[src/rtl/csr_defs.svh]
`ifndef CSR_DEFS_SVH
`define CSR_DEFS_SVH

// machine word of the core
`define CSR_XLEN 32

// csr address space
`define CSR_ADDR_W 12

`endif

[src/rtl/csr_pkg.sv]
`include "csr_defs.svh"

package csr_pkg;

   typedef logic [`CSR_XLEN-1:0]   csr_data_t;
   typedef logic [`CSR_ADDR_W-1:0] csr_addr_t;

   typedef enum logic [1:0] {
      CSR_NONE = 2'd0,
      CSR_RW   = 2'd1,
      CSR_RS   = 2'd2,
      CSR_RC   = 2'd3
   } csr_op_e;

   typedef enum logic {
      R_IDLE    = 1'b0,
      R_PENDING = 1'b1
   } redir_state_e;

   typedef struct packed {
      csr_op_e   op;
      csr_addr_t addr;
      csr_data_t operand;
   } csr_req_t;

   typedef struct packed {
      logic      we;
      csr_addr_t addr;
      csr_data_t data;
   } csr_wr_t;

   typedef struct packed {
      csr_data_t target;
      logic      is_trap;   // 0 on mret
   } redirect_t;

   typedef struct packed {
      csr_data_t mstatus;
      csr_data_t mie;
      csr_data_t mtvec;
      csr_data_t mepc;
      csr_data_t mcause;
      csr_data_t mip;
   } csr_file_t;

   localparam csr_addr_t MSTATUS_ADDR = 12'h300;
   localparam csr_addr_t MIE_ADDR     = 12'h304;
   localparam csr_addr_t MTVEC_ADDR   = 12'h305;
   localparam csr_addr_t MEPC_ADDR    = 12'h341;
   localparam csr_addr_t MCAUSE_ADDR  = 12'h342;
   localparam csr_addr_t MIP_ADDR     = 12'h344;

   localparam int MSTATUS_MIE_BIT = 3;
   localparam int MEIP_BIT        = 11;   // also meie in mie

   localparam csr_data_t MCAUSE_EXT_INTR = 32'h8000_000B;

endpackage

[src/rtl/csr_access.sv]
`timescale 1ns/1ps

module csr_access (
   input  csr_pkg::csr_req_t  req_i,
   input  csr_pkg::csr_data_t rdata_i,
   output csr_pkg::csr_addr_t raddr_o,
   output csr_pkg::csr_wr_t   wr_o
);

   csr_pkg::csr_data_t set_val;
   csr_pkg::csr_data_t clr_val;
   logic               operand_zero;

   // read port sees the instruction address directly
   assign raddr_o = req_i.addr;

   assign set_val      = rdata_i | req_i.operand;
   assign clr_val      = rdata_i & ~req_i.operand;
   assign operand_zero = (req_i.operand == '0);

   always_comb begin
      wr_o.addr = req_i.addr;
      wr_o.we   = 1'b0;
      wr_o.data = req_i.operand;
      case (req_i.op)
         csr_pkg::CSR_RW: begin
            wr_o.we   = 1'b1;
            wr_o.data = req_i.operand;
         end
         csr_pkg::CSR_RS: begin
            wr_o.we   = ~operand_zero;   // csrrs with x0 only reads
            wr_o.data = set_val;
         end
         csr_pkg::CSR_RC: begin
            wr_o.we   = ~operand_zero;
            wr_o.data = clr_val;
         end
         default: begin
            wr_o.we   = 1'b0;
         end
      endcase
   end

endmodule

[src/rtl/csr_regs.sv]
`timescale 1ns/1ps

module csr_regs (
   input  logic                clk_i,
   input  logic                rst_ni,
   input  csr_pkg::csr_addr_t  raddr_i,
   input  csr_pkg::csr_wr_t    wr_i,
   input  logic                e_intr_i,      // external interrupt
   input  logic                mret_i,
   input  csr_pkg::csr_data_t  pc_i,
   input  logic                intr_flag_i,
   output csr_pkg::csr_data_t  rdata_o,
   output csr_pkg::csr_file_t  file_o
);

   csr_pkg::csr_data_t mstatus_q;
   csr_pkg::csr_data_t mie_q;
   csr_pkg::csr_data_t mtvec_q;
   csr_pkg::csr_data_t mepc_q;
   csr_pkg::csr_data_t mcause_q;
   csr_pkg::csr_data_t mip_q;

   logic wr_mstatus;
   logic wr_mie;
   logic wr_mtvec;

   // only these three are writable by software
   assign wr_mstatus = wr_i.we && (wr_i.addr == csr_pkg::MSTATUS_ADDR);
   assign wr_mie     = wr_i.we && (wr_i.addr == csr_pkg::MIE_ADDR);
   assign wr_mtvec   = wr_i.we && (wr_i.addr == csr_pkg::MTVEC_ADDR);

   always_comb begin
      case (raddr_i)
         csr_pkg::MSTATUS_ADDR: rdata_o = mstatus_q;
         csr_pkg::MIE_ADDR:     rdata_o = mie_q;
         csr_pkg::MTVEC_ADDR:   rdata_o = mtvec_q;
         csr_pkg::MEPC_ADDR:    rdata_o = mepc_q;
         csr_pkg::MCAUSE_ADDR:  rdata_o = mcause_q;
         csr_pkg::MIP_ADDR:     rdata_o = mip_q;
         default:               rdata_o = '0;
      endcase
   end

   always_ff @(posedge clk_i) begin
      if (!rst_ni) begin
         mstatus_q <= '0;
      end else if (wr_mstatus) begin
         mstatus_q <= wr_i.data;
      end else if (intr_flag_i) begin
         mstatus_q[csr_pkg::MSTATUS_MIE_BIT] <= 1'b0;   // trap entry
      end else if (mret_i) begin
         mstatus_q[csr_pkg::MSTATUS_MIE_BIT] <= 1'b1;
      end
   end

   always_ff @(posedge clk_i) begin
      if (!rst_ni) begin
         mie_q   <= '0;
         mtvec_q <= '0;
      end else begin
         if (wr_mie) begin
            mie_q <= wr_i.data;
         end
         if (wr_mtvec) begin
            mtvec_q <= wr_i.data;
         end
      end
   end

   // set on the interrupt edge, wins over mret
   always_ff @(posedge clk_i) begin
      if (!rst_ni) begin
         mip_q <= '0;
      end else if (e_intr_i) begin
         mip_q[csr_pkg::MEIP_BIT] <= 1'b1;
      end else if (mret_i) begin
         mip_q <= '0;
      end
   end

   always_ff @(posedge clk_i) begin
      if (!rst_ni) begin
         mepc_q   <= '0;
         mcause_q <= '0;
      end else if (e_intr_i) begin
         mepc_q   <= pc_i;   // pc of the interrupted instruction
         mcause_q <= csr_pkg::MCAUSE_EXT_INTR;
      end
   end

   assign file_o.mstatus = mstatus_q;
   assign file_o.mie     = mie_q;
   assign file_o.mtvec   = mtvec_q;
   assign file_o.mepc    = mepc_q;
   assign file_o.mcause  = mcause_q;
   assign file_o.mip     = mip_q;

endmodule

[src/rtl/csr_ops.sv]
`timescale 1ns/1ps

module csr_ops (
   input  csr_pkg::csr_file_t  file_i,
   input  logic                mret_i,
   output logic                intr_flag_o,
   output csr_pkg::redirect_t  redir_req_o,
   output logic                redir_req_valid_o
);

   logic glb_en;
   logic ext_en;
   logic ext_pend;
   logic take_intr;

   assign glb_en   = file_i.mstatus[csr_pkg::MSTATUS_MIE_BIT];
   assign ext_en   = file_i.mie[csr_pkg::MEIP_BIT];   // meie
   assign ext_pend = file_i.mip[csr_pkg::MEIP_BIT];

   assign take_intr   = glb_en & ext_en & ext_pend;
   assign intr_flag_o = take_intr;

   // interrupt wins over a simultaneous mret
   always_comb begin
      if (take_intr) begin
         redir_req_o.target  = file_i.mtvec;   // direct mode only
         redir_req_o.is_trap = 1'b1;
      end else begin
         redir_req_o.target  = file_i.mepc;
         redir_req_o.is_trap = 1'b0;
      end
   end

   assign redir_req_valid_o = take_intr | mret_i;

endmodule

[src/rtl/trap_redirect.sv]
`timescale 1ns/1ps

module trap_redirect (
   input  logic                clk_i,
   input  logic                rst_ni,
   input  csr_pkg::redirect_t  req_i,
   input  logic                req_valid_i,
   input  logic                ready_i,        // fetch accepts
   output csr_pkg::redirect_t  redirect_o,
   output logic                valid_o
);

   csr_pkg::redir_state_e state_q;
   csr_pkg::redir_state_e state_d;
   csr_pkg::redirect_t    hold_q;
   logic                  capture;

   assign capture = (state_q == csr_pkg::R_IDLE) && req_valid_i;

   always_comb begin
      state_d = state_q;
      case (state_q)
         csr_pkg::R_IDLE: begin
            if (req_valid_i) begin
               state_d = csr_pkg::R_PENDING;
            end
         end
         csr_pkg::R_PENDING: begin
            if (ready_i) begin
               state_d = csr_pkg::R_IDLE;   // transfer at this edge
            end
         end
         default: begin
            state_d = csr_pkg::R_IDLE;
         end
      endcase
   end

   always_ff @(posedge clk_i) begin
      if (!rst_ni) begin
         state_q <= csr_pkg::R_IDLE;
      end else begin
         state_q <= state_d;
      end
   end

   // held stable while pending, new requests dropped
   always_ff @(posedge clk_i) begin
      if (capture) begin
         hold_q <= req_i;
      end
   end

   assign redirect_o = hold_q;
   assign valid_o    = (state_q == csr_pkg::R_PENDING);

endmodule

[src/rtl/csr_unit_top.sv]
`timescale 1ns/1ps

module csr_unit_top (
   input  logic                clk_i,
   input  logic                rst_ni,
   input  csr_pkg::csr_req_t   csr_req_i,
   input  csr_pkg::csr_data_t  pc_i,
   input  logic                e_intr_i,
   input  logic                mret_i,
   input  logic                redirect_ready_i,
   output csr_pkg::csr_data_t  csr_rdata_o,
   output csr_pkg::redirect_t  redirect_o,
   output logic                redirect_valid_o
);

   csr_pkg::csr_addr_t raddr;
   csr_pkg::csr_wr_t   wr;
   csr_pkg::csr_data_t rdata;
   csr_pkg::csr_file_t csr_file;
   csr_pkg::redirect_t redir_req;
   logic               redir_req_valid;
   logic               intr_flag;

   csr_access csr_access_i (
      .req_i   (csr_req_i),
      .rdata_i (rdata),
      .raddr_o (raddr),
      .wr_o    (wr)
   );

   csr_regs csr_regs_i (
      .clk_i       (clk_i),
      .rst_ni      (rst_ni),
      .raddr_i     (raddr),
      .wr_i        (wr),
      .e_intr_i    (e_intr_i),
      .mret_i      (mret_i),
      .pc_i        (pc_i),
      .intr_flag_i (intr_flag),
      .rdata_o     (rdata),
      .file_o      (csr_file)
   );

   csr_ops csr_ops_i (
      .file_i            (csr_file),
      .mret_i            (mret_i),
      .intr_flag_o       (intr_flag),
      .redir_req_o       (redir_req),
      .redir_req_valid_o (redir_req_valid)
   );

   trap_redirect trap_redirect_i (
      .clk_i       (clk_i),
      .rst_ni      (rst_ni),
      .req_i       (redir_req),
      .req_valid_i (redir_req_valid),
      .ready_i     (redirect_ready_i),
      .redirect_o  (redirect_o),
      .valid_o     (redirect_valid_o)
   );

   assign csr_rdata_o = rdata;

endmodule

[config.mk]
export PLATFORM = sky130hd
export DESIGN_NAME = csr_unit_top
export DESIGN_NICKNAME = d
export VERILOG_FILES = /design/src/rtl/csr_pkg.sv /design/src/rtl/csr_access.sv /design/src/rtl/csr_regs.sv /design/src/rtl/csr_ops.sv /design/src/rtl/trap_redirect.sv /design/src/rtl/csr_unit_top.sv
export VERILOG_INCLUDE_DIRS = /design/src /design/src/rtl
export SDC_FILE = /design/constraint.sdc
export NUM_CORES = 1
export LEC_CHECK = 0
export BUFFER_PORTS_ARGS = -buffer_cell sky130_fd_sc_hd__buf_4
export CAP_MARGIN = 20
export CORE_MARGIN = 8
export CORE_UTILIZATION = 55
export DETAILED_ROUTE_END_ITERATION = 10
export HOLD_SLACK_MARGIN = 0.12
export PLACE_DENSITY = 0.78
export SKIP_CTS_REPAIR_TIMING = 1
export SKIP_LAST_GASP = 1
export SYNTH_ARGS = -nofsm -noshare
export SYNTH_HDL_FRONTEND = slang
export SYNTH_SLANG_ARGS = --single-unit
[constraint.sdc]
create_clock -name clk_i -period 4.1 [get_ports clk_i]
set_input_delay 0 -clock clk_i [delete_from_list [all_inputs] [get_ports clk_i]]
set_output_delay 0 -clock clk_i [all_outputs]
set_load 0.03 [all_outputs]
==> qor.yml <==
run_status:
  status: "completed"
placement:
  dp_hpwl_mm: 18.14
  portBuffers: 148
  place_congestion: 0.8913
  post-place-ws_ps: 1516
global_route:
  grt_pass1_wl_mm: 43.14
  grt_use_total_pct: 26.66
  grt_overflow: 0
  grt_pass1_vias: 7736
  antenna_found_initial: 1
  grt_start_max_net_pins: 103
hold_path:
  hold_depth: 3
  hold_path_class: "in -> reg"
timing:
  maxSlewHeadroom_pct: 31.87
  whs_ps: 95.54
  hold_violations: 0
  worst_slew_pin_slew_ps: 1022
  drv_slew: 0
  grt_setup_unrepaired: "false"
  fin_crit_ps: 2429
  finClkSkew_ps: 8.788
  fin_setup_tns_ps: 0
  setup_viol: 0
  fmax_mhz: 411.8
  setup_ws_ps: 1671
  finalCritPeriodShare_pct: 59.23
synth:
  ys_types: 59
  postSynthAreaPerCell_um2: 9.782
  seq_area_frac_synth_pct: 39.81
  ys_seq_elements: 164
  syn-cell-area_um2: 9077
  synthFlopType: "dfxtp_1"
  synth_nets: 1011
  ys_warn_count: 0
  synth_async_sr_flop_share_pct: 0
  synth-edff-count: 33
  synthCells: 928
finish:
  drive_above_1_share_pct: 23.33
  synthToLayoutAreaGrowth_pct: 22.29
  fin_nets: 1133
floorplan:
  die_h_um: 144.5
  initial_utilization_pct: 55.53
  die_width_um: 144.5
  io_pins: 149
  core-area_um2: 16350
  rows: 47
  die-area_um2: 20870
clock_network:
  cts_root_buf: "clkbuf_16"
  cts_buffers: 17
  clk_latency_ps: 430
  cts.path.max_buffers: 2
  cts_tree: "built"
  clkSinkCount: 164
  path_clk_slew_ps: 60
  cts_htree_levels: 4
critical_path:
  slowest_delay_ps: 630
  rr_worst_depth: 4
  crit_chain: "dlygate4sd3_1 > buf_4 > nor4_2 > nand4_2 > nor3_4 > nor3_4 > buf_4 > o221a_1"
  cp-start-kind: "primary input"
  cp_max_fo: 19
  cpMaxStageDelayCell: "nor3_4"
  critPathRequiredTime_ps: 4420
  crit_arrival_ps: 2750
  path_class: "in -> reg"
  crit_path_end_kind: "register"
routing:
  wl_per_cell_um: 22.24
  drtPass1Iterations: 5
  drtIter0Drc: 884
  via_per_inst: 6.427
  routed_wl_mm: 28.56
  drc: 0
  num_vias: 8252
  ant_nets: 0
power_and_ir_drop:
  power_frac_seq_pct: 44.9
  combPwrFrac_pct: 12.1
  finalPower_mw: 3.830
  p_leak_nw: 4.250
  power.switching_mw: 0.9903
  internal_power_mw: 2.840
  p_sw_share_pct: 25.86
  power_density_nw_per_um2: 345.0
  irDropWorstVdd_mv: 0.2897
  p_clk_share_pct: 43.0
job:
  cap_violations: 0
==> flip-flops by register name, summed over array words and instances, names as in the netlist <==
signal                      count
csr_regs_i.mcause_q             1
csr_regs_i.mie_q               32
csr_regs_i.mstatus_q           32
trap_redirect_i.valid_o         1
csr_regs_i.mip_q                1
trap_redirect_i.redirect_o     33
csr_regs_i.mtvec_q             32
csr_regs_i.mepc_q              32
==> final timing paths <==
path         slack (ps)                       end                    start
max                1670   csr_regs_i.mstatus_q[2]             csr_req_i[1]
min                 100  csr_regs_i.mstatus_q[11]            csr_req_i[44]
max reg2reg        2070   trap_redirect_i.valid_o     csr_regs_i.mie_q[11]
min reg2reg         480   csr_regs_i.mstatus_q[0]  csr_regs_i.mstatus_q[0]
==> layout make-up <==
cell class / count / area [um^2]
Fill cell: 1334 / 5248
Multi-Input combinational cell: 632 / 4822
Sequential cell: 164 / 3613
Timing Repair Buffer: 207 / 1672
Clock buffer: 19 / 464.2
Tap cell: 220 / 275.3
Clock inverter: 13 / 146.4
Inverter: 28 / 105.1
Antenna cell: 1 / 2.502
==> routing by layer <==
| metal | GRT usage, % | vias up | share of wire [%] |
|---|---|---|---|
| met4 | 11.17 | 0 | 3.0 |
| met5 | 0 | - | 0 |
| met1 | 34.94 | 3968 | 42 |
| met3 | 6.174 | 63 | 9.0 |
| met2 | 41.34 | 413 | 46 |
| li1 | - | 3808 | - |
==> power groups by stage <==
stage / Combinational, mW / Sequential, mW / Clock (mW)
finish: 0.464 / 1.72 / 1.65
global route: 0.495 / 1.72 / 1.73
CTS: 0.425 / 1.72 / 1.66
detailed placement: 0.424 / 1.76 / 0
global placement: 0.418 / 1.75 / 0
floorplan: 0.217 / 1.79 / 0
==> through the flow <==
stage / instances / utilization (%) / area (um^2)
after floorplan: 928 / - / 9077
after global placement: 1210 / 61.55 / 10060
after detailed placement: 1210 / 61.55 / 10060
after CTS: 1242 / 65.28 / 10670
after global routing: 1284 / 67.90 / 11100
final: 1284 / 67.90 / 11100
==> cells by family after synthesis <==
kind of cell	count (synthesis)	synth area share (%)
AOI/OAI and AO/OA	206	22.91
and+or+nand+nor	384	25.27
muxes	37	4.149
buffers and inverters	132	7.388
xor gates and xnor gates	5	0.4824
DFF	164	39.81
==> cells in the mapped netlist (all sizes together), types with 2 or more instances <==
master	instances	area (um^2)
buf	51	365.3
nand2	162	608.1
dfxtp	131	2623
nor2	11	48.80
nand2b	4	40.04
a21oi	6	30.03
clkbuf	53	200.2
and2	4	25.02
o311ai	8	70.07
xor2	4	35.03
nand4	7	50.05
mux2	5	56.30
nand3	47	245.2
nand3b	28	210.2
edfxtp	33	991.0
and3	2	12.51
a31o	26	227.7
nor4b	33	304.0
o221ai	28	376.6
o221a	84	945.9
inv	27	101.4
o211ai	4	30.03
and4bb	4	50.05
nor4	8	81.33
nor4bb	29	290.3
nor2b	36	225.2
nor3	5	63.81
o2111ai	27	236.5
a311o	4	40.04
mux2i	32	320.3
o21ai	13	65.06
==> placed cells by master, fill, tap and decap left out, types with 3 or more instances in the layout <==
cell type | Yosys | layout
a21oi_1 | 6 | 5
a311o_1 | 4 | 4
a31o_1 | 26 | 26
and2_1 | 4 | 4
and4bb_1 | 4 | 3
buf_4 | 6 | 167
clkbuf_16 | 0 | 18
clkinv_2 | 0 | 3
clkinvlp_4 | 0 | 3
dfxtp_1 | 131 | 131
dlygate4sd3_1 | 0 | 39
edfxtp_1 | 33 | 33
inv_1 | 27 | 27
mux2_2 | 5 | 5
mux2i_1 | 32 | 32
nand2_1 | 162 | 162
nand3_1 | 45 | 45
nand3b_1 | 28 | 28
nand4_1 | 6 | 6
nor2_1 | 10 | 9
nor2b_1 | 36 | 36
nor3_4 | 3 | 4
nor4_1 | 3 | 3
nor4_2 | 5 | 5
nor4b_1 | 32 | 32
nor4bb_1 | 29 | 29
o2111ai_1 | 27 | 27
o211ai_1 | 4 | 4
o21ai_1 | 12 | 12
o221a_1 | 84 | 84
o221ai_1 | 7 | 7
o221ai_2 | 21 | 21
o311ai_0 | 8 | 8
xor2_1 | 4 | 4
==> worst max-delay path, delay by kind of cell <==
family	cells	cell delay, ps
buffers and inverters	3	950
and+or+nand+nor	4	1500
AOI/OAI and AO/OA	1	270
No activity file was read; power rests on OpenSTA's default activity.
